**config.mk**
```make
export PLATFORM = sky130hd
export DESIGN_NAME = cpuTop
export DESIGN_NICKNAME = d
export VERILOG_FILES = /design/src/common/cpuPkg.sv /design/src/common/ctrlIf.sv /design/src/control/instrDecode.sv /design/src/control/cpuControl.sv /design/src/datapath/cpuDatapath.sv /design/src/design/cpuAlu.sv /design/src/design/cpuTop.sv
export VERILOG_INCLUDE_DIRS = /design/src /design/src/common
export SDC_FILE = /design/constraint.sdc
export NUM_CORES = 1
export LEC_CHECK = 0
export ABC_AREA = 1
export ABC_CLOCK_PERIOD_IN_PS = 9300
export BUFFER_PORTS_ARGS = -buffer_cell sky130_fd_sc_hd__buf_2
export CELL_PAD_IN_SITES_DETAIL_PLACEMENT = 1
export CELL_PAD_IN_SITES_GLOBAL_PLACEMENT = 1
export CORE_AREA = 2 2 112 222
export DETAILED_ROUTE_END_ITERATION = 10
export DIE_AREA = 0 0 114 224
export GPL_ROUTABILITY_DRIVEN = 0
export PLACE_DENSITY_LB_ADDON = 0.08
export SLEW_MARGIN = 30
export SYNTH_ARGS = -nofsm -noshare
export SYNTH_HDL_FRONTEND = slang
export SYNTH_SLANG_ARGS = --single-unit
```
**constraint.sdc**
```tcl
create_clock -name clk -period 9.3 [get_ports clk]
set_clock_uncertainty 0.2 [all_clocks]
set_input_delay 0.93 -clock clk [delete_from_list [all_inputs] [get_ports clk]]
set_output_delay 0.93 -clock clk [all_outputs]
set_load 0.05 [all_outputs]
```
**src/common/cpuDefs.svh**
```systemverilog
`ifndef CPU_DEFS_SVH
`define CPU_DEFS_SVH

// Data path and address width
`define DATA_W 16

// Register-select field width
`define REG_SEL_W 2

// Stack grows down from here
`define SP_RESET 16'h00FF

// Bit positions in the 4-bit flag register
`define FLAG_Z 0
`define FLAG_N 1
`define FLAG_C 2
`define FLAG_V 3

`endif

```
**src/common/cpuPkg.sv**
```systemverilog
`default_nettype none
`include "cpuDefs.svh"

package cpuPkg;

    typedef enum logic [3:0] {
        OP_ALU  = 4'd0, // Register op
        OP_IMM  = 4'd1, // Immediate op
        OP_JMP  = 4'd2, // Relative jump
        OP_FLG  = 4'd3, // Flag branch or set/clear
        OP_PUSH = 4'd4,
        OP_POP  = 4'd5,
        OP_ST   = 4'd6, // Store through A
        OP_LD   = 4'd7  // Load through A
    } opClassT;

    typedef enum logic [3:0] {
        ALU_ADD   = 4'd0,
        ALU_SUB   = 4'd1,
        ALU_AND   = 4'd2,
        ALU_OR    = 4'd3,
        ALU_XOR   = 4'd4,
        ALU_SHL   = 4'd5,
        ALU_SHR   = 4'd6,
        ALU_PASSB = 4'd7
    } aluFuncT;

    typedef enum logic [`REG_SEL_W-1:0] {
        REG_A  = 2'd0,
        REG_B  = 2'd1,
        REG_C  = 2'd2,
        REG_SP = 2'd3
    } regSelT;

    // Memory address source
    typedef enum logic [1:0] {
        ADDR_PC = 2'd0,
        ADDR_SP = 2'd1,
        ADDR_A  = 2'd2
    } addrSelT;

    typedef enum logic [2:0] {
        ST_FETCH,
        ST_FETCH_WAIT,
        ST_EXEC,
        ST_MEM,
        ST_MEM_WAIT,
        ST_STACK_ADJ,
        ST_HALT
    } cpuStateT;

endpackage

`default_nettype wire

```
**src/common/ctrlIf.sv**
```systemverilog
`default_nettype none
`include "cpuDefs.svh"

interface ctrlIf import cpuPkg::*; ();
    aluFuncT            aluFunc;
    logic               aluSelB;   // 1 selects the immediate
    logic               regWrEn;
    regSelT             regWrSel;
    logic               flagWrEn;  // Flags from the ALU
    logic               flagSetEn; // Single flag set/clear
    logic               pcLoadInc;
    logic               pcLoadRel;
    logic               irLoad;
    logic               mdrLoad;
    addrSelT            addrSel;
    logic               spInc;
    logic               spDec;
    logic               wrFromMdr; // Write-back from memory data
    logic [`DATA_W-1:0] instr;

    modport controller (
        output aluFunc, aluSelB, regWrEn, regWrSel, flagWrEn, flagSetEn,
        output pcLoadInc, pcLoadRel, irLoad, mdrLoad, addrSel,
        output spInc, spDec, wrFromMdr
    );

    modport datapath (
        input  aluFunc, aluSelB, regWrEn, regWrSel, flagWrEn, flagSetEn,
        input  pcLoadInc, pcLoadRel, irLoad, mdrLoad, addrSel,
        input  spInc, spDec, wrFromMdr,
        output instr
    );
endinterface

`default_nettype wire

```
**src/control/instrDecode.sv**
```systemverilog
`default_nettype none
`include "cpuDefs.svh"

module instrDecode
    import cpuPkg::*;
(
    input  logic [`DATA_W-1:0] instr,
    input  logic [3:0]         flags,
    output opClassT            opClass,
    output logic               isFlagOp,
    output logic               condTrue,
    output regSelT             dstSel,
    output regSelT             srcSel,
    output aluFuncT            aluFunc,
    output logic [`DATA_W-1:0] imm
);

    assign opClass = opClassT'(instr[15:12]);
    assign dstSel  = regSelT'(instr[11:10]);
    assign srcSel  = regSelT'(instr[9:8]);

    // Bit 11 picks set/clear over branch
    assign isFlagOp = (opClass == OP_FLG) && instr[11];
    assign condTrue = (opClass == OP_FLG) && !instr[11]
                      && (flags[instr[9:8]] == instr[10]);

    always_comb begin
        aluFunc = ALU_ADD;
        imm     = '0;
        case (opClass)
            OP_ALU: begin
                aluFunc = aluFuncT'(instr[7:4]);
            end
            OP_IMM: begin
                imm = {{(`DATA_W-8){1'b0}}, instr[7:0]}; // Zero-extended
                case (instr[9:8])
                    2'd0:    aluFunc = ALU_ADD;
                    2'd1:    aluFunc = ALU_SUB;
                    2'd2:    aluFunc = ALU_AND;
                    default: aluFunc = ALU_PASSB; // Load immediate
                endcase
            end
            OP_JMP: begin
                imm = {{(`DATA_W-12){instr[11]}}, instr[11:0]};
            end
            OP_FLG: begin
                imm = {{(`DATA_W-8){instr[7]}}, instr[7:0]}; // Branch offset
            end
            default: begin
            end
        endcase
    end

endmodule

`default_nettype wire

```
**src/control/cpuControl.sv**
```systemverilog
`default_nettype none

module cpuControl
    import cpuPkg::*;
(
    input  logic         clk,
    input  logic         rst,
    ctrlIf.controller    ctrl,
    input  opClassT      opClass,
    input  aluFuncT      decFunc,  // Function from the decoder
    input  regSelT       dstSel,
    input  logic         condTrue,
    input  logic         isFlagOp,
    output logic         memReq,
    output logic         memWe,
    input  logic         memAck,
    output logic         halted
);

    cpuStateT state;
    cpuStateT nextState;
    logic     accDone;
    logic     isWrite;
    logic     isStackOp;

    assign accDone   = memReq && memAck; // Ack seen on our own request
    assign isWrite   = (opClass == OP_PUSH) || (opClass == OP_ST);
    assign isStackOp = (opClass == OP_PUSH) || (opClass == OP_POP);
    assign halted    = (state == ST_HALT);

    always_ff @(posedge clk) begin
        if (rst) begin
            state  <= ST_FETCH;
            memReq <= 1'b0;
            memWe  <= 1'b0;
        end else begin
            state  <= nextState;
            memReq <= (nextState == ST_FETCH) || (nextState == ST_MEM);
            memWe  <= (nextState == ST_MEM) && isWrite;
        end
    end

    always_comb begin
        nextState = state;
        case (state)
            ST_FETCH:      if (accDone) nextState = ST_FETCH_WAIT;
            ST_FETCH_WAIT: if (!memAck) nextState = ST_EXEC;
            ST_EXEC: begin
                case (opClass)
                    OP_ALU, OP_IMM, OP_JMP, OP_FLG:  nextState = ST_FETCH;
                    OP_PUSH, OP_POP, OP_ST, OP_LD:   nextState = ST_MEM;
                    default:                         nextState = ST_HALT; // Invalid class
                endcase
            end
            ST_MEM:        if (accDone) nextState = ST_MEM_WAIT;
            ST_MEM_WAIT: begin
                if (!memAck) begin
                    nextState = (opClass == OP_PUSH) ? ST_STACK_ADJ : ST_FETCH;
                end
            end
            ST_STACK_ADJ:  nextState = ST_FETCH;
            ST_HALT:       nextState = ST_HALT;
            default:       nextState = ST_HALT;
        endcase
    end

    always_comb begin
        ctrl.aluFunc   = ALU_PASSB;
        ctrl.aluSelB   = 1'b0;
        ctrl.regWrEn   = 1'b0;
        ctrl.regWrSel  = dstSel;
        ctrl.flagWrEn  = 1'b0;
        ctrl.flagSetEn = 1'b0;
        ctrl.pcLoadInc = 1'b0;
        ctrl.pcLoadRel = 1'b0;
        ctrl.irLoad    = 1'b0;
        ctrl.mdrLoad   = 1'b0;
        ctrl.addrSel   = ADDR_PC;
        ctrl.spInc     = 1'b0;
        ctrl.spDec     = 1'b0;
        ctrl.wrFromMdr = 1'b0;
        case (state)
            ST_FETCH: begin
                ctrl.irLoad    = accDone; // Capture word and step PC together
                ctrl.pcLoadInc = accDone;
            end
            ST_EXEC: begin
                case (opClass)
                    OP_ALU, OP_IMM: begin
                        ctrl.aluFunc  = decFunc;
                        ctrl.aluSelB  = (opClass == OP_IMM);
                        ctrl.regWrEn  = 1'b1;
                        ctrl.flagWrEn = 1'b1;
                    end
                    OP_JMP:  ctrl.pcLoadRel = 1'b1;
                    OP_FLG: begin
                        ctrl.flagSetEn = isFlagOp;
                        ctrl.pcLoadRel = condTrue;
                    end
                    OP_POP:  ctrl.spInc = 1'b1; // SP moves before the read
                    default: begin
                    end
                endcase
            end
            ST_MEM: begin
                ctrl.addrSel = isStackOp ? ADDR_SP : ADDR_A;
                ctrl.mdrLoad = accDone && !isWrite;
            end
            ST_MEM_WAIT: begin
                ctrl.addrSel = isStackOp ? ADDR_SP : ADDR_A;
                if (!memAck && !isWrite) begin
                    ctrl.regWrEn   = 1'b1; // Pop or load write-back
                    ctrl.wrFromMdr = 1'b1;
                end
            end
            ST_STACK_ADJ: ctrl.spDec = 1'b1; // After the push write
            default: begin
            end
        endcase
    end

endmodule

`default_nettype wire

```
**src/datapath/cpuDatapath.sv**
```systemverilog
`default_nettype none
`include "cpuDefs.svh"

module cpuDatapath
    import cpuPkg::*;
(
    input  logic               clk,
    input  logic               rst,
    ctrlIf.datapath            ctrl,
    input  regSelT             dstSel,
    input  regSelT             srcSel,
    input  logic [`DATA_W-1:0] imm,
    input  logic [`DATA_W-1:0] aluY,
    input  logic [3:0]         aluFlags,
    output logic [`DATA_W-1:0] aluA,
    output logic [`DATA_W-1:0] aluB,
    output logic [3:0]         flags,
    output logic [`DATA_W-1:0] memAddr,
    output logic [`DATA_W-1:0] memWdata,
    input  logic [`DATA_W-1:0] memRdata
);

    logic [`DATA_W-1:0] regA;
    logic [`DATA_W-1:0] regB;
    logic [`DATA_W-1:0] regC;
    logic [`DATA_W-1:0] sp;
    logic [`DATA_W-1:0] pc;
    logic [`DATA_W-1:0] ir;
    logic [`DATA_W-1:0] mdr;
    logic [`DATA_W-1:0] regView [4];
    logic [`DATA_W-1:0] dstVal;
    logic [`DATA_W-1:0] srcVal;
    logic [`DATA_W-1:0] wrData;

    // Register file as seen by the select fields
    assign regView[REG_A]  = regA;
    assign regView[REG_B]  = regB;
    assign regView[REG_C]  = regC;
    assign regView[REG_SP] = sp;

    assign dstVal = regView[dstSel];
    assign srcVal = regView[srcSel];
    assign wrData = ctrl.wrFromMdr ? mdr : aluY;

    assign aluA       = dstVal; // Destination doubles as operand A
    assign aluB       = ctrl.aluSelB ? imm : srcVal;
    assign memWdata   = dstVal;
    assign ctrl.instr = ir;

    always_comb begin
        case (ctrl.addrSel)
            ADDR_SP: memAddr = sp;
            ADDR_A:  memAddr = regA;
            default: memAddr = pc;
        endcase
    end

    always_ff @(posedge clk) begin
        if (rst) begin
            pc    <= '0;
            sp    <= `SP_RESET;
            flags <= '0;
        end else begin
            if (ctrl.pcLoadInc) begin
                pc <= pc + 1'b1;
            end else if (ctrl.pcLoadRel) begin
                pc <= pc + imm; // PC already points past the instruction
            end

            if (ctrl.regWrEn && ctrl.regWrSel == REG_SP) begin
                sp <= wrData;
            end else if (ctrl.spInc) begin
                sp <= sp + 1'b1;
            end else if (ctrl.spDec) begin
                sp <= sp - 1'b1;
            end

            if (ctrl.flagWrEn) begin
                flags <= aluFlags;
            end else if (ctrl.flagSetEn) begin
                flags[ir[9:8]] <= ir[10]; // Flag number and new value
            end
        end
    end

    always_ff @(posedge clk) begin
        if (ctrl.irLoad) ir <= memRdata;
        if (ctrl.mdrLoad) mdr <= memRdata;
        if (ctrl.regWrEn) begin
            case (ctrl.regWrSel)
                REG_A:   regA <= wrData;
                REG_B:   regB <= wrData;
                REG_C:   regC <= wrData;
                default: begin
                end
            endcase
        end
    end

endmodule

`default_nettype wire

```
**src/design/cpuAlu.sv**
```systemverilog
`default_nettype none
`include "cpuDefs.svh"

module cpuAlu
    import cpuPkg::*;
(
    input  aluFuncT            func,
    input  logic [`DATA_W-1:0] a,
    input  logic [`DATA_W-1:0] b,
    output logic [`DATA_W-1:0] y,
    output logic [3:0]         flagsOut
);

    logic [`DATA_W:0] wide; // Result with carry-out bit
    logic             carry;
    logic             ovf;

    always_comb begin
        wide  = '0;
        carry = 1'b0;
        ovf   = 1'b0;
        case (func)
            ALU_ADD: begin
                wide  = {1'b0, a} + {1'b0, b};
                carry = wide[`DATA_W];
                ovf   = (a[`DATA_W-1] == b[`DATA_W-1])
                        && (wide[`DATA_W-1] != a[`DATA_W-1]);
            end
            ALU_SUB: begin
                wide  = {1'b0, a} - {1'b0, b};
                carry = wide[`DATA_W]; // Borrow
                ovf   = (a[`DATA_W-1] != b[`DATA_W-1])
                        && (wide[`DATA_W-1] != a[`DATA_W-1]);
            end
            ALU_AND:   wide = {1'b0, a & b};
            ALU_OR:    wide = {1'b0, a | b};
            ALU_XOR:   wide = {1'b0, a ^ b};
            ALU_SHL:   wide = {1'b0, a << b[3:0]};
            ALU_SHR:   wide = {1'b0, a >> b[3:0]};
            ALU_PASSB: wide = {1'b0, b};
            default:   wide = '0;
        endcase
    end

    assign y = wide[`DATA_W-1:0];

    assign flagsOut[`FLAG_Z] = (y == '0);
    assign flagsOut[`FLAG_N] = y[`DATA_W-1];
    assign flagsOut[`FLAG_C] = carry;
    assign flagsOut[`FLAG_V] = ovf;

endmodule

`default_nettype wire

```
**src/design/cpuTop.sv**
```systemverilog
`default_nettype none
`include "cpuDefs.svh"

module cpuTop
    import cpuPkg::*;
(
    input  logic               clk,
    input  logic               rst,
    output logic               memReq,
    output logic               memWe,
    output logic [`DATA_W-1:0] memAddr,
    output logic [`DATA_W-1:0] memWdata,
    input  logic [`DATA_W-1:0] memRdata,
    input  logic               memAck,
    output logic               halted
);

    ctrlIf ctrlBus ();

    opClassT            opClass;
    aluFuncT            decFunc;
    regSelT             dstSel;
    regSelT             srcSel;
    logic               isFlagOp;
    logic               condTrue;
    logic [`DATA_W-1:0] imm;
    logic [`DATA_W-1:0] aluA;
    logic [`DATA_W-1:0] aluB;
    logic [`DATA_W-1:0] aluY;
    logic [3:0]         aluFlags;
    logic [3:0]         flags;

    cpuControl control_i (
        .clk      (clk),
        .rst      (rst),
        .ctrl     (ctrlBus.controller),
        .opClass  (opClass),
        .decFunc  (decFunc),
        .dstSel   (dstSel),
        .condTrue (condTrue),
        .isFlagOp (isFlagOp),
        .memReq   (memReq),
        .memWe    (memWe),
        .memAck   (memAck),
        .halted   (halted)
    );

    instrDecode decode_i (
        .instr    (ctrlBus.instr),
        .flags    (flags),
        .opClass  (opClass),
        .isFlagOp (isFlagOp),
        .condTrue (condTrue),
        .dstSel   (dstSel),
        .srcSel   (srcSel),
        .aluFunc  (decFunc),
        .imm      (imm)
    );

    cpuDatapath datapath_i (
        .clk      (clk),
        .rst      (rst),
        .ctrl     (ctrlBus.datapath),
        .dstSel   (dstSel),
        .srcSel   (srcSel),
        .imm      (imm),
        .aluY     (aluY),
        .aluFlags (aluFlags),
        .aluA     (aluA),
        .aluB     (aluB),
        .flags    (flags),
        .memAddr  (memAddr),
        .memWdata (memWdata),
        .memRdata (memRdata)
    );

    cpuAlu alu_i (
        .func     (ctrlBus.aluFunc),
        .a        (aluA),
        .b        (aluB),
        .y        (aluY),
        .flagsOut (aluFlags)
    );

endmodule

`default_nettype wire

```
==> metrics.md, run 1 <==
| Metric | Value |
|---|---|
| Cell variety after synth | `49` |
| CTS tree | `done` |
| Rel. slew slack | `0.315` |
| DRT Pass-1 Iters | `5` |
| Worst VDD drop | `between 0.15 and 0.2 mV` |
| Synth area leaders | `edfxtp_1, nand2_1, nand3_1, ha_1, nor2_1` |
| Clock-pin slew on the worst setup and hold paths | `approximately 0.06 ns` |
| Hold slack | `0.321 ns` |
| Worst skew pair latency | `0.43 ns` |
| RSZ-0062 raised after global routing | `false` |
| Critical Path AT | `about 5.6 ns` |
| Number of global-route vias before repair | `13887` |
| Post-DRT Antenna Nets | `0` |
| Initial antenna violation count | `0` |
| Hold WC Path Type | `register to register` |
| Num CTS Buffers | `17` |
| Layout cell share with drive strength beyond 1 | `0.0873` |
| Synth Net Count | `around 1900` |
| Layout Cells excl Fill | `slightly above 2000` |
| Total power draw | `around 3000 uW` |
| Rows | `80` |
| Reg2reg start | `datapath_i.ctrl.instr[15]` |
| Maximum root-to-sink buffer count | `2` |
| Final-report setup violation count | `0` |
| Max Cap Viol | `0` |
| Post-synthesis async set-or-reset flop share | `0` |
| Finished Core Util | `0.523` |
| CP startpoint kind | `register` |
| Total track usage | `0.419` |
| Worst EP required | `9.26 ns` |
| Worst Tran Pin Value | `a little over 1 ns` |
| PortBufs | `53` |
| Setup_tns | `0 ns` |
| Synth top area share | `0.210` |
| Main synth FF type | `edfxtp_1` |
| Cts hold-fix bufs | `0` |
| Vias per cell | `6.30` |
| H-tree levels | `4` |
| DRT iter0 DRCs | `1105` |
| Post-detailed-route wirelength per cell | `25.5 um` |
| Type of destination of the critical path | `register` |
| Fin crit period | `5.61 ns` |
| Starting Density | `0.480` |
| GR Overflow Total | `0` |
| Post-Synthesis Cells | `around 1700` |
| R2R Setup Slk | `3.69 ns` |
| Die Width | `around 110 um` |
| Die area | `25500 sq um` |
| Placed cell count | `roughly 2000` |
| Hold Startpoint | `datapath_i.pc[15]` |
| Fin crit share | `0.603` |
| Vias | `13058` |
| Final hold violation count | `0` |
| Total core area | `about 24000 sq um` |
| # IOs | `54` |
| Post-synthesis instance area | `around 11000 sq um` |
| # fillers | `approximately 3300` |
| Largest net degree at the start of global routing | `40` |
| DRC | `0` |
| Die height | `about 220 um` |
| Crit path from | `datapath_i.ctrl.instr[15]` |
| Area delta synth->final | `8.84%` |
| Clock sinks | `about 120` |
| Synthesized flop and latch total | `122` |
| Post-CTS Resized | `0` |
| F_max | `approximately 180 MHz` |
| Cell Pwr Density | `248 nW/um^2` |
| Avg Inst Size Synth | `between 6 and 7 sq um` |
| Top cell type by total area after synthesis | `edfxtp_1` |
| CTS root buf | `clkbuf_16` |
| Routed WL | `roughly 53000 um` |
| Yosys warns | `0` |
| Crit path max fanout | `39` |
| Slew Limit Fails | `0` |
| Status | `complete, no violations` |
| Static Leak | `around 0.0057 uW` |
| Layout Nets | `between 1500 and 2000` |
| Post-DP HPWL | `between 40000 and 50000 um` |
| WS Path Type | `register to register` |
| Setup Buffers After CTS | `0` |
| Number of flops mapped to enable cells by yosys | `80` |
| Sequential-to-total area share from yosys stat | `0.284` |
| First-pass GRT wire length | `~80000 um` |
==> cell usage after synthesis (all sizes together), types with 5 or more instances <==
cell type / instances
a21oi: 103
a31oi: 5
buf: 35
clkbuf: 22
dfxtp: 42
edfxtp: 80
ha: 80
inv: 188
nand2: 408
nand3: 264
nand3b: 6
nand4: 25
nor2: 276
nor3: 23
o2111ai: 8
o211ai: 17
o21ai: 80
o21bai: 7
o22ai: 7
or2: 11
xnor2: 8
xor2: 17
==> critical path, stage by stage, from the launching register on <==
cell,delay (ns)
edfxtp_1,0.43
nor2_1,0.61
nand2_2,0.14
nor2_4,0.43
nand2_1,0.11
nand2_1,0.09
buf_4,0.38
inv_2,0.31
ha_1,0.51
inv_1,0.17
a21oi_1,0.22
nand2_1,0.11
nand2_1,0.11
nand2_1,0.11
a21boi_0,0.28
o21ai_0,0.22
a21oi_1,0.34
nand2_1,0.09
nand3_1,0.09
nand4_1,0.12
nand2_1,0.12
nand2_1,0.12
==> cell type report <==
type | instances | area, sq um | area share
antenna | 1 | 2.50 | 0.000201
clock buffer | 21 | 460 | 0.0370
clock inverter | 11 | 123 | 0.00985
inverter | 189 | 711 | 0.0571
multi-input combinational | 1380 | 7210 | 0.579
sequential | 122 | 3240 | 0.261
tap | 287 | 359 | 0.0288
timing repair buffer | 63 | 340 | 0.0273
==> state kept, by name, summed over array words and instances, names as in the netlist, named ones only <==
register and count:
control_i.memReq 1, control_i.memWe 1, control_i.state 3, datapath_i.ctrl.instr 16
datapath_i.flags 4, datapath_i.mdr 16, datapath_i.pc 16, datapath_i.regA 16
datapath_i.regB 16, datapath_i.regC 16, datapath_i.sp 16
==> where the power goes <==
part,internal (uW),switching [uW],total (uW)
sequential,661,59.7,721
combinational,446,1250,1690
clock,407,259,666
==> cell usage in the layout, fill, tap and decap left out, types with 25 or more instances in the layout <==
cell | netlist | layout
a21oi_1 | 102 | 102
nand4_1 | 25 | 25
ha_1 | 80 | 80
inv_1 | 176 | 174
nor2_1 | 262 | 258
nand2_1 | 392 | 392
nand3_1 | 261 | 261
edfxtp_1 | 80 | 80
o21ai_0 | 68 | 68
dfxtp_1 | 42 | 42
buf_2 | 23 | 53
==> final timing paths <==
kind                               to  depth (start not counted)
setup / recovery  datapath_i.regB[15]                         21
hold reg to reg     datapath_i.pc[15]                          2
setup reg to reg  datapath_i.regB[15]                         21
hold / removal      datapath_i.pc[15]                          2
==> stage by stage <==
| stage | setup slack (ns) | area, sq um |
|---|---|---|
| after floorplan | 5.24 | 11400 |
| after global placement | 4.07 | 11800 |
| after detailed placement | 3.87 | 11900 |
| after CTS | 3.83 | 12400 |
| after global routing | 3.19 | 12400 |
| final | 3.69 | 12400 |
==> kinds of logic after synthesis <==
kind of cell,Yosys count,share of synthesized area
AO/OA/AOI/OAI,254,0.128
XOR/XNOR,25,0.0191
adder cells (fa/ha/maj),84,0.0945
buffers and inverters,246,0.0883
flip-flops,122,0.284
AND/OR/NAND/NOR,1017,0.387
==> metal layers <==
metal  up-vias  global-route usage  share of wire
met4         0               0.422           0.12
li1       5912                   -              -
met1      6259               0.379           0.31
met3       302              0.0923          0.063
met5         -                   0              0
met2       585               0.734           0.50
No activity file was read; power rests on OpenSTA's default activity.
==> run 2, diff against run 1 <==
--- a/config.mk
+++ b/config.mk
@@ -6,14 +6,14 @@
 export SDC_FILE = /design/constraint.sdc
 export NUM_CORES = 1
 export LEC_CHECK = 0
-export ABC_AREA = 1
-export ABC_CLOCK_PERIOD_IN_PS = 9300
+export ABC_AREA = 0
+export ABC_CLOCK_PERIOD_IN_PS = 5000
 export BUFFER_PORTS_ARGS = -buffer_cell sky130_fd_sc_hd__buf_2
 export CELL_PAD_IN_SITES_DETAIL_PLACEMENT = 1
 export CELL_PAD_IN_SITES_GLOBAL_PLACEMENT = 1
-export CORE_AREA = 2 2 112 222
+export CORE_AREA = 2 2 117 233
 export DETAILED_ROUTE_END_ITERATION = 10
-export DIE_AREA = 0 0 114 224
+export DIE_AREA = 0 0 119 235
 export GPL_ROUTABILITY_DRIVEN = 0
 export PLACE_DENSITY_LB_ADDON = 0.08
 export SLEW_MARGIN = 30
==> constraint.sdc (replaced) <==
create_clock -name clk -period 5 [get_ports clk]
set_clock_uncertainty 0.2 [all_clocks]
set_input_delay 0.5 -clock clk [delete_from_list [all_inputs] [get_ports clk]]
set_output_delay 0.5 -clock clk [all_outputs]
set_load 0.05 [all_outputs]
==> run 2 against run 1 <==
- sequential power increased by 54%
- critical endpoint is now datapath_i.flags[0]
- utilization decreased by 1.4 points
- hold slack got worse by 0.25 ns
==> metrics.md, run 2 <==
| Metric | Value |
|---|---|
| Final-report setup violation count | `0 (unchanged)` |
| Synth area leaders | `edfxtp_1, ha_1, dfxtp_1, mux4_2, a21oi_1` |
| Number of flops mapped to enable cells by yosys | `80 (unchanged)` |
| Total core area | `26200 sq um (+9.9%)` |
| Rows | `84 (+5.0%)` |
| Post-synthesis compound-gate area fraction | `0.244 (+0.116)` |
| Total power draw | `3170 uW (+3.0%)` |
| Most frequent cells in the layout | `a21oi_1, buf_4, nand2_1, nor2_1, edfxtp_1` |
| R2R Setup Slk | `0.06 ns (-3.63 ns)` |
| Vias per cell | `6.62 (+5.1%)` |
| H-tree levels | `4 (unchanged)` |
| Post-DRT Antenna Nets | `0 (unchanged)` |
| Synth Net Count | `1396 (-25%)` |
| Die Width | `119 um (+4.4%)` |
| Simple-gate share of the synthesized area | `0.191 (-0.196)` |
| DRC | `0 (unchanged)` |
| Reg2Reg Depth | `17 (-19%)` |
| Die height | `235 um (+4.9%)` |
| DRT iter0 DRCs | `786 (-29%)` |
| Static Leak | `0.00526 uW (-8.0%)` |
| Num CTS Buffers | `17 (unchanged)` |
| Worst VDD drop | `0.238 mV (+36%)` |
| Most frequent cell after synthesis | `a21oi_1` |
| First-pass GRT wire length | `74800 um (-5.9%)` |
| Worst hold stages | `1 (-1)` |
| Clock sinks | `122 (unchanged)` |
| Clock-pin slew on the worst setup and hold paths | `0.06 ns (about the same)` |
| Cell variety after synth | `94 (+92%)` |
| # IOs | `54 (unchanged)` |
| Starting Density | `0.434 (-0.0466)` |
| Area delta synth->final | `17.3%` |
| Slew Limit Fails | `0 (unchanged)` |
| Synthesized flop and latch total | `122 (unchanged)` |
| Reg2reg start | `datapath_i.ctrl.instr[14]` |
| WS Path Type | `register to register` |
| PortBufs | `53 (unchanged)` |
| Largest net degree at the start of global routing | `42 (+5.0%)` |
| Status | `complete, no violations` |
| Fin crit share | `0.988 (+0.385)` |
| Layout cell share with drive strength beyond 1 | `0.207 (+0.120)` |
| CTS tree | `done` |
| Main synth FF type | `edfxtp_1` |
| RR Endpoint | `datapath_i.flags[0]` |
| RSZ-0062 raised after global routing | `true` |
| CTS root buf | `clkbuf_16` |
| Die area | `28000 sq um (+9.5%)` |
| # fillers | `3102 (-4.9%)` |
| Type of destination of the critical path | `register` |
| Hold Startpoint | `memRdata[12]` |
| Post-Synthesis Cells | `1293 (-26%)` |
| Synth top cells by count | `a21oi_1, nand2_1, nor2_1, edfxtp_1, ha_1` |
| Post-synthesis async set-or-reset flop share | `0 (unchanged)` |
| Vias | `11570 (-11%)` |
| Adder-Cell Fraction of Synth Area | `0.0953 (+0.000761)` |
| Critical Path AT | `5.10 ns (-0.47 ns)` |
| Sequential-to-total area share from yosys stat | `0.286 (+0.00228)` |
| Hold EP | `datapath_i.mdr[12]` |
| Cts hold-fix bufs | `0 (unchanged)` |
| Worst Tran Pin Value | `0.969 ns (-0.0542 ns)` |
| Yosys warns | `0 (unchanged)` |
| CP startpoint kind | `register` |
| Fin crit period | `4.94 ns (-0.670 ns)` |
| Layout Nets | `1494 (-20%)` |
| Number of global-route vias before repair | `12304 (-11%)` |
| Diodes inserted | `0 (-1)` |
| Synth top area share | `0.212 (+0.00169)` |
| Final hold violation count | `0 (unchanged)` |
| Total track usage | `0.360 (-0.0592)` |
| Post-detailed-route wirelength per cell | `28.9 um (+13%)` |
| Worst skew pair latency | `0.43 ns (about the same)` |
| Crit path max fanout | `8 (-79%)` |
| Hold WC Path Type | `input port to register` |
| Max Cap Viol | `0 (unchanged)` |
| Setup_tns | `0 ns (unchanged)` |
| Mux contribution to synthesized area | `0.110 (+0.110)` |
| Area of the multi-input gates | `7700 sq um (+6.8%)` |
| Reg area | `3240 sq um (unchanged)` |
| Avg Inst Size Synth | `8.78 sq um (+34%)` |
| Cell Pwr Density | `239 nW/um^2 (-3.6%)` |
| Worst EP required | `5.16 ns (-4.10 ns)` |
| Largest family of logic cells by synthesized area | `compound AO/OA/AOI/OAI gates` |
| Routed WL | `50500 um (-4.6%)` |
| Rel. slew slack | `0.347 (+0.0318)` |
| GR Overflow Total | `0 (unchanged)` |
| DRT Pass-1 Iters | `6 (+1)` |
| F_max | `202 MHz (+14%)` |
| Top cell type by total area after synthesis | `edfxtp_1` |
| Post-Synth XOR/XNOR Area | `0.0208 (+0.00170)` |
| Initial antenna violation count | `0 (unchanged)` |
| Post-DP HPWL | `39300 um (-4.4%)` |
| Maximum root-to-sink buffer count | `2 (unchanged)` |
| Post-synthesis instance area | `11300 sq um (-0.80%)` |
| Most common cell after layout, fill and taps aside | `a21oi_1` |
run 2: cell types whose count changed in the layout (fill, tap and decap cells not counted), moves of 32 or more:
cell	delta
nand2_1	-293
nand3_1	-200
nor2_1	-160
inv_1	-110
buf_4	+92
mux2i_1	+41
mux4_2	+32
run 2: layout make-up:
cell class	count	area share
multi-input combinational	1024	0.579
clock buffer	21	0.0371
sequential	122	0.244
inverter	68	0.0192
timing repair buffer	158	0.0807
clock inverter	11	0.00809
tap	344	0.0323
run 2: timing repair:
item | 4_1_cts | 5_1_grt
setup buffers | 0 | 4
pin swaps | 0 | 7
endpoints found under the setup margin | 5 | 19
resized for setup | 2 | 25
run 2: metal layers:
| layer | wire length (um) | track usage |
|---|---|---|
| met4 | 4910 | 0.303 |
| met2 | 26700 | 0.656 |
| met5 | 0 | 0 |
| met3 | 2070 | 0.0485 |
| met1 | 16800 | 0.349 |
run 2: worst max path at each step:
stage / depth (start not counted) / startpoint / end / slack (ns)
final: 17 / datapath_i.ctrl.instr[14] / datapath_i.flags[0] / 0.06
after global placement: 18 / datapath_i.ctrl.instr[15] / datapath_i.flags[0] / 0.05
after CTS: 17 / datapath_i.ctrl.instr[15] / datapath_i.flags[0] / 0.01
after floorplan: 20 / datapath_i.ctrl.instr[15] / datapath_i.flags[0] / 0.006
after global routing: 18 / datapath_i.ctrl.instr[14] / datapath_i.flags[0] / -0.08
after detailed placement: 18 / datapath_i.ctrl.instr[15] / datapath_i.regC[15] / -0.04
run 2: cells by family (layout without fill, tap and decap cells):
group	after synthesis	count (layout)
and+or+nand+nor	428	428
DFF	122	122
xor gates and xnor gates	27	27
AOI/OAI and AO/OA	402	402
adders and majority gates	84	84
muxes	83	83
buffers and inverters	147	258
run 2: power by group:
group	internal [uW]	leakage, uW	switching (uW)	total (uW)
combinational	280	0.00390	529	809
clock	762	0.000299	489	1250
sequential	1100	0.00106	17.2	1110
run 2: critical path, stage by stage, from the launching register on:
cell	delay, ns
edfxtp_1	0.40
buf_4	0.20
nor4b_4	0.36
buf_4	0.24
a21boi_0	0.13
a31oi_2	0.24
inv_1	0.09
ha_1	0.26
or4_1	0.55
o2111ai_2	0.30
buf_4	0.16
nand2_1	0.05
a221oi_1	0.29
a21oi_1	0.09
nor3_1	0.49
nand3_1	0.12
or4_1	0.56
o21ai_1	0.13
run 2: stage by stage:
stage / hold slack, ns / cell area [sq um] / setup WS [ns] / cells / utilization
CTS: 0.0551 / 13200 / 0.0146 / 1744 / 0.503
floorplan: 0.258 / 11400 / 0.00600 / 1293 / -
global placement: 0.269 / 12500 / 0.0465 / 1712 / 0.478
detailed placement: 0.281 / 12500 / -0.0357 / 1712 / 0.479
finish: 0.0684 / 13300 / 0.0590 / 1748 / 0.508
global route: 0.0616 / 13300 / -0.0824 / 1748 / 0.508
==> run 3, diff against run 2 <==
--- a/config.mk
+++ b/config.mk
@@ -7,13 +7,13 @@
 export NUM_CORES = 1
 export LEC_CHECK = 0
 export ABC_AREA = 0
-export ABC_CLOCK_PERIOD_IN_PS = 5000
+export ABC_CLOCK_PERIOD_IN_PS = 6100
 export BUFFER_PORTS_ARGS = -buffer_cell sky130_fd_sc_hd__buf_2
 export CELL_PAD_IN_SITES_DETAIL_PLACEMENT = 1
 export CELL_PAD_IN_SITES_GLOBAL_PLACEMENT = 1
-export CORE_AREA = 2 2 117 233
+export CORE_AREA = 2 2 107 212
 export DETAILED_ROUTE_END_ITERATION = 10
-export DIE_AREA = 0 0 119 235
+export DIE_AREA = 0 0 109 214
 export GPL_ROUTABILITY_DRIVEN = 0
 export PLACE_DENSITY_LB_ADDON = 0.08
 export SLEW_MARGIN = 30
==> constraint.sdc (replaced) <==
create_clock -name clk -period 6.1 [get_ports clk]
set_clock_uncertainty 0.2 [all_clocks]
set_input_delay 0.61 -clock clk [delete_from_list [all_inputs] [get_ports clk]]
set_output_delay 0.61 -clock clk [all_outputs]
set_load 0.05 [all_outputs]
==> run 3 against run 2 <==
- final cell count shrank 7.7%
- first-iteration DRC count increased by 27%
- clock power decreased by 21%
- critical path type unchanged
- largest cell class unchanged
==> metrics.md, run 3 (same netlist as run 2, synthesis figures left out) <==
| Metric | Value |
|---|---|
| Type of destination of the critical path | `register` |
| Starting Density | `0.526 (+0.0921)` |
| Post-DRT Antenna Nets | `0 (unchanged)` |
| Most common cell after layout, fill and taps aside | `a21oi_1` |
| Cts hold-fix bufs | `0 (unchanged)` |
| R2R Setup Slk | `0.30 ns (+0.24 ns)` |
| Die area | `23300 sq um (-17%)` |
| Fin crit share | `0.951 (-0.0373)` |
| Post-DP Area | `11900 sq um (-5.1%)` |
| Post-route cell area | `12500 sq um (-5.9%)` |
| Max Cap Viol | `0 (unchanged)` |
| Worst Tran Pin Value | `1.15 ns (+0.183 ns)` |
| Cell Pwr Density | `200 nW/um^2 (-16%)` |
| Vias | `11587 (+0.15%)` |
| # IOs | `54 (unchanged)` |
| Layout Cells excl Fill | `1613 (-7.7%)` |
| Initial antenna violation count | `5 (+5)` |
| RSZ-0062 raised after global routing | `false` |
| Routed WL | `48300 um (-4.3%)` |
| Hold slack | `0.169 ns (+0.101 ns)` |
| Rows | `76 (-9.5%)` |
| Die height | `214 um (-8.9%)` |
| Worst path cell trace | `or4b_1 -> nor2_4 -> and3_1 -> a21oi_1 -> buf_4 -> ha_1 -> nor3_1 -> nor3b_1 -> o31ai_2 -> a211o_1 -> a221oi_1 -> o221ai_1 -> a21oi_1 -> nand2_1 -> o21a_1` |
| Clock sinks | `122 (unchanged)` |
| Final-report setup violation count | `0 (unchanged)` |
| Critical Path AT | `5.77 ns (+0.67 ns)` |
| Worst VDD drop | `0.210 mV (-12%)` |
| DRT Pass-1 Iters | `6 (unchanged)` |
| Post-detailed-route wirelength per cell | `29.9 um (+3.7%)` |
| Hold WC Path Type | `input port to register` |
| Critical path's slowest cell | `or4b_1` |
| DRT iter0 DRCs | `995 (+27%)` |
| Crit path max fanout | `10 (+2)` |
| Status | `complete, no violations` |
| Worst skew pair latency | `0.44 ns (about the same)` |
| Worst EP required | `6.07 ns (+0.91 ns)` |
| Layout cell share with drive strength beyond 1 | `0.153 (-0.0541)` |
| Placed cell count | `1576 (-7.9%)` |
| Vias per cell | `7.18 (+8.5%)` |
| CP startpoint kind | `register` |
| CTS tree | `done` |
| F_max | `172 MHz (-15%)` |
| GR Overflow Total | `0 (unchanged)` |
| Largest net degree at the start of global routing | `43 (+2.4%)` |
| Setup_tns | `0 ns (unchanged)` |
| Reg2reg start | `datapath_i.ctrl.instr[13]` |
| Maximum root-to-sink buffer count | `2 (unchanged)` |
| DRC | `0 (unchanged)` |
| Clock-pin slew on the worst setup and hold paths | `0.05 ns (about the same)` |
| Most frequent cells in the layout | `a21oi_1, nand2_1, nor2_1, ha_1, edfxtp_1` |
| Reg2Reg Depth | `15 (-2)` |
| First-pass GRT wire length | `73200 um (-2.1%)` |
| H-tree levels | `4 (unchanged)` |
| Hold Startpoint | `memRdata[2]` |
| Slew Limit Fails | `0 (unchanged)` |
| Fin crit period | `5.80 ns (+0.860 ns)` |
| Cell mode on critical path | `a21oi_1` |
| Crit path from | `datapath_i.ctrl.instr[13]` |
| Total track usage | `0.427 (+0.0676)` |
| PortBufs | `53 (unchanged)` |
| Die Width | `109 um (-8.4%)` |
| CTS root buf | `clkbuf_16` |
| Pre-CTS setup slack | `0.318 ns (+0.354 ns)` |
| Static Leak | `0.00485 uW (-7.7%)` |
| Layout Nets | `1429 (-4.4%)` |
| Rel. slew slack | `0.224 (-0.123)` |
| Area delta synth->final | `10.4%` |
| Total core area | `21600 sq um (-18%)` |
| Critical Path End | `datapath_i.regB[15]` |
| WS Path Type | `register to register` |
| CP peak stage delay | `0.82 ns (+0.26 ns)` |
| Post-DP HPWL | `36000 um (-8.4%)` |
| Number of global-route vias before repair | `12276 (-0.23%)` |
| RR Endpoint | `datapath_i.regB[15]` |
| Final worst slack | `0.299 ns (+0.240 ns)` |
| Final hold violation count | `0 (unchanged)` |
| Num CTS Buffers | `17 (unchanged)` |
[run 3: area by class of cell]
| class | instances | area, sq um |
|---|---|---|
| Antenna cell | 2 | 5.00 |
| Clock buffer | 18 | 429 |
| Clock inverter | 13 | 130 |
| Fill cell | 2551 | 9060 |
| Inverter | 68 | 255 |
| Multi-Input combinational cell | 1024 | 7550 |
| Sequential cell | 122 | 3240 |
| Tap cell | 273 | 342 |
| Timing Repair Buffer | 93 | 566 |
[run 3: worst max-delay path: cells and delay by family (launching register included)]
| kind | cells | cell delay (ns) |
|---|---|---|
| adders and majority gates | 1 | 0.23 |
| AOI/OAI and AO/OA | 7 | 1.91 |
| buffers and inverters | 1 | 0.18 |
| DFF | 1 | 0.57 |
| and+or+nand+nor | 6 | 2.44 |
[run 3: metal layers]
layer  GRT usage  part of all wire
met3       0.124             0.074
met4       0.415              0.11
met2       0.684              0.49
met5           0           0.00056
met1       0.422              0.32
[run 3: repair_timing]
action	CTS	global route
endpoints found under the setup margin	0	13
gates resized for setup	0	4
buffers inserted	0	4
[run 3: how the worst min path moves through the flow]
stage / endpoint / slack, ns / cells past startpoint
2_1_floorplan: datapath_i.pc[15] / 0.26 / 2
3_3_place_gp: datapath_i.pc[15] / 0.28 / 2
3_5_place_dp: datapath_i.pc[15] / 0.29 / 2
4_1_cts: datapath_i.mdr[4] / 0.16 / 1
5_1_grt: datapath_i.ctrl.instr[2] / 0.17 / 1
6_report: datapath_i.ctrl.instr[2] / 0.17 / 1
[run 3: stage by stage]
stage           util  total power, uW
2_1_floorplan      -             1320
3_5_place_dp   0.551             1500
5_1_grt        0.580             2570
3_3_place_gp   0.551             1480
4_1_cts        0.577             2470
6_report       0.580             2500
[run 3: report_power, final]
group / leakage (uW) / total (uW) / internal, uW / switching, uW
clock network: 0.000273 / 986 / 593 / 392
logic: 0.00352 / 595 / 189 / 406
registers: 0.00106 / 922 / 899 / 23.2
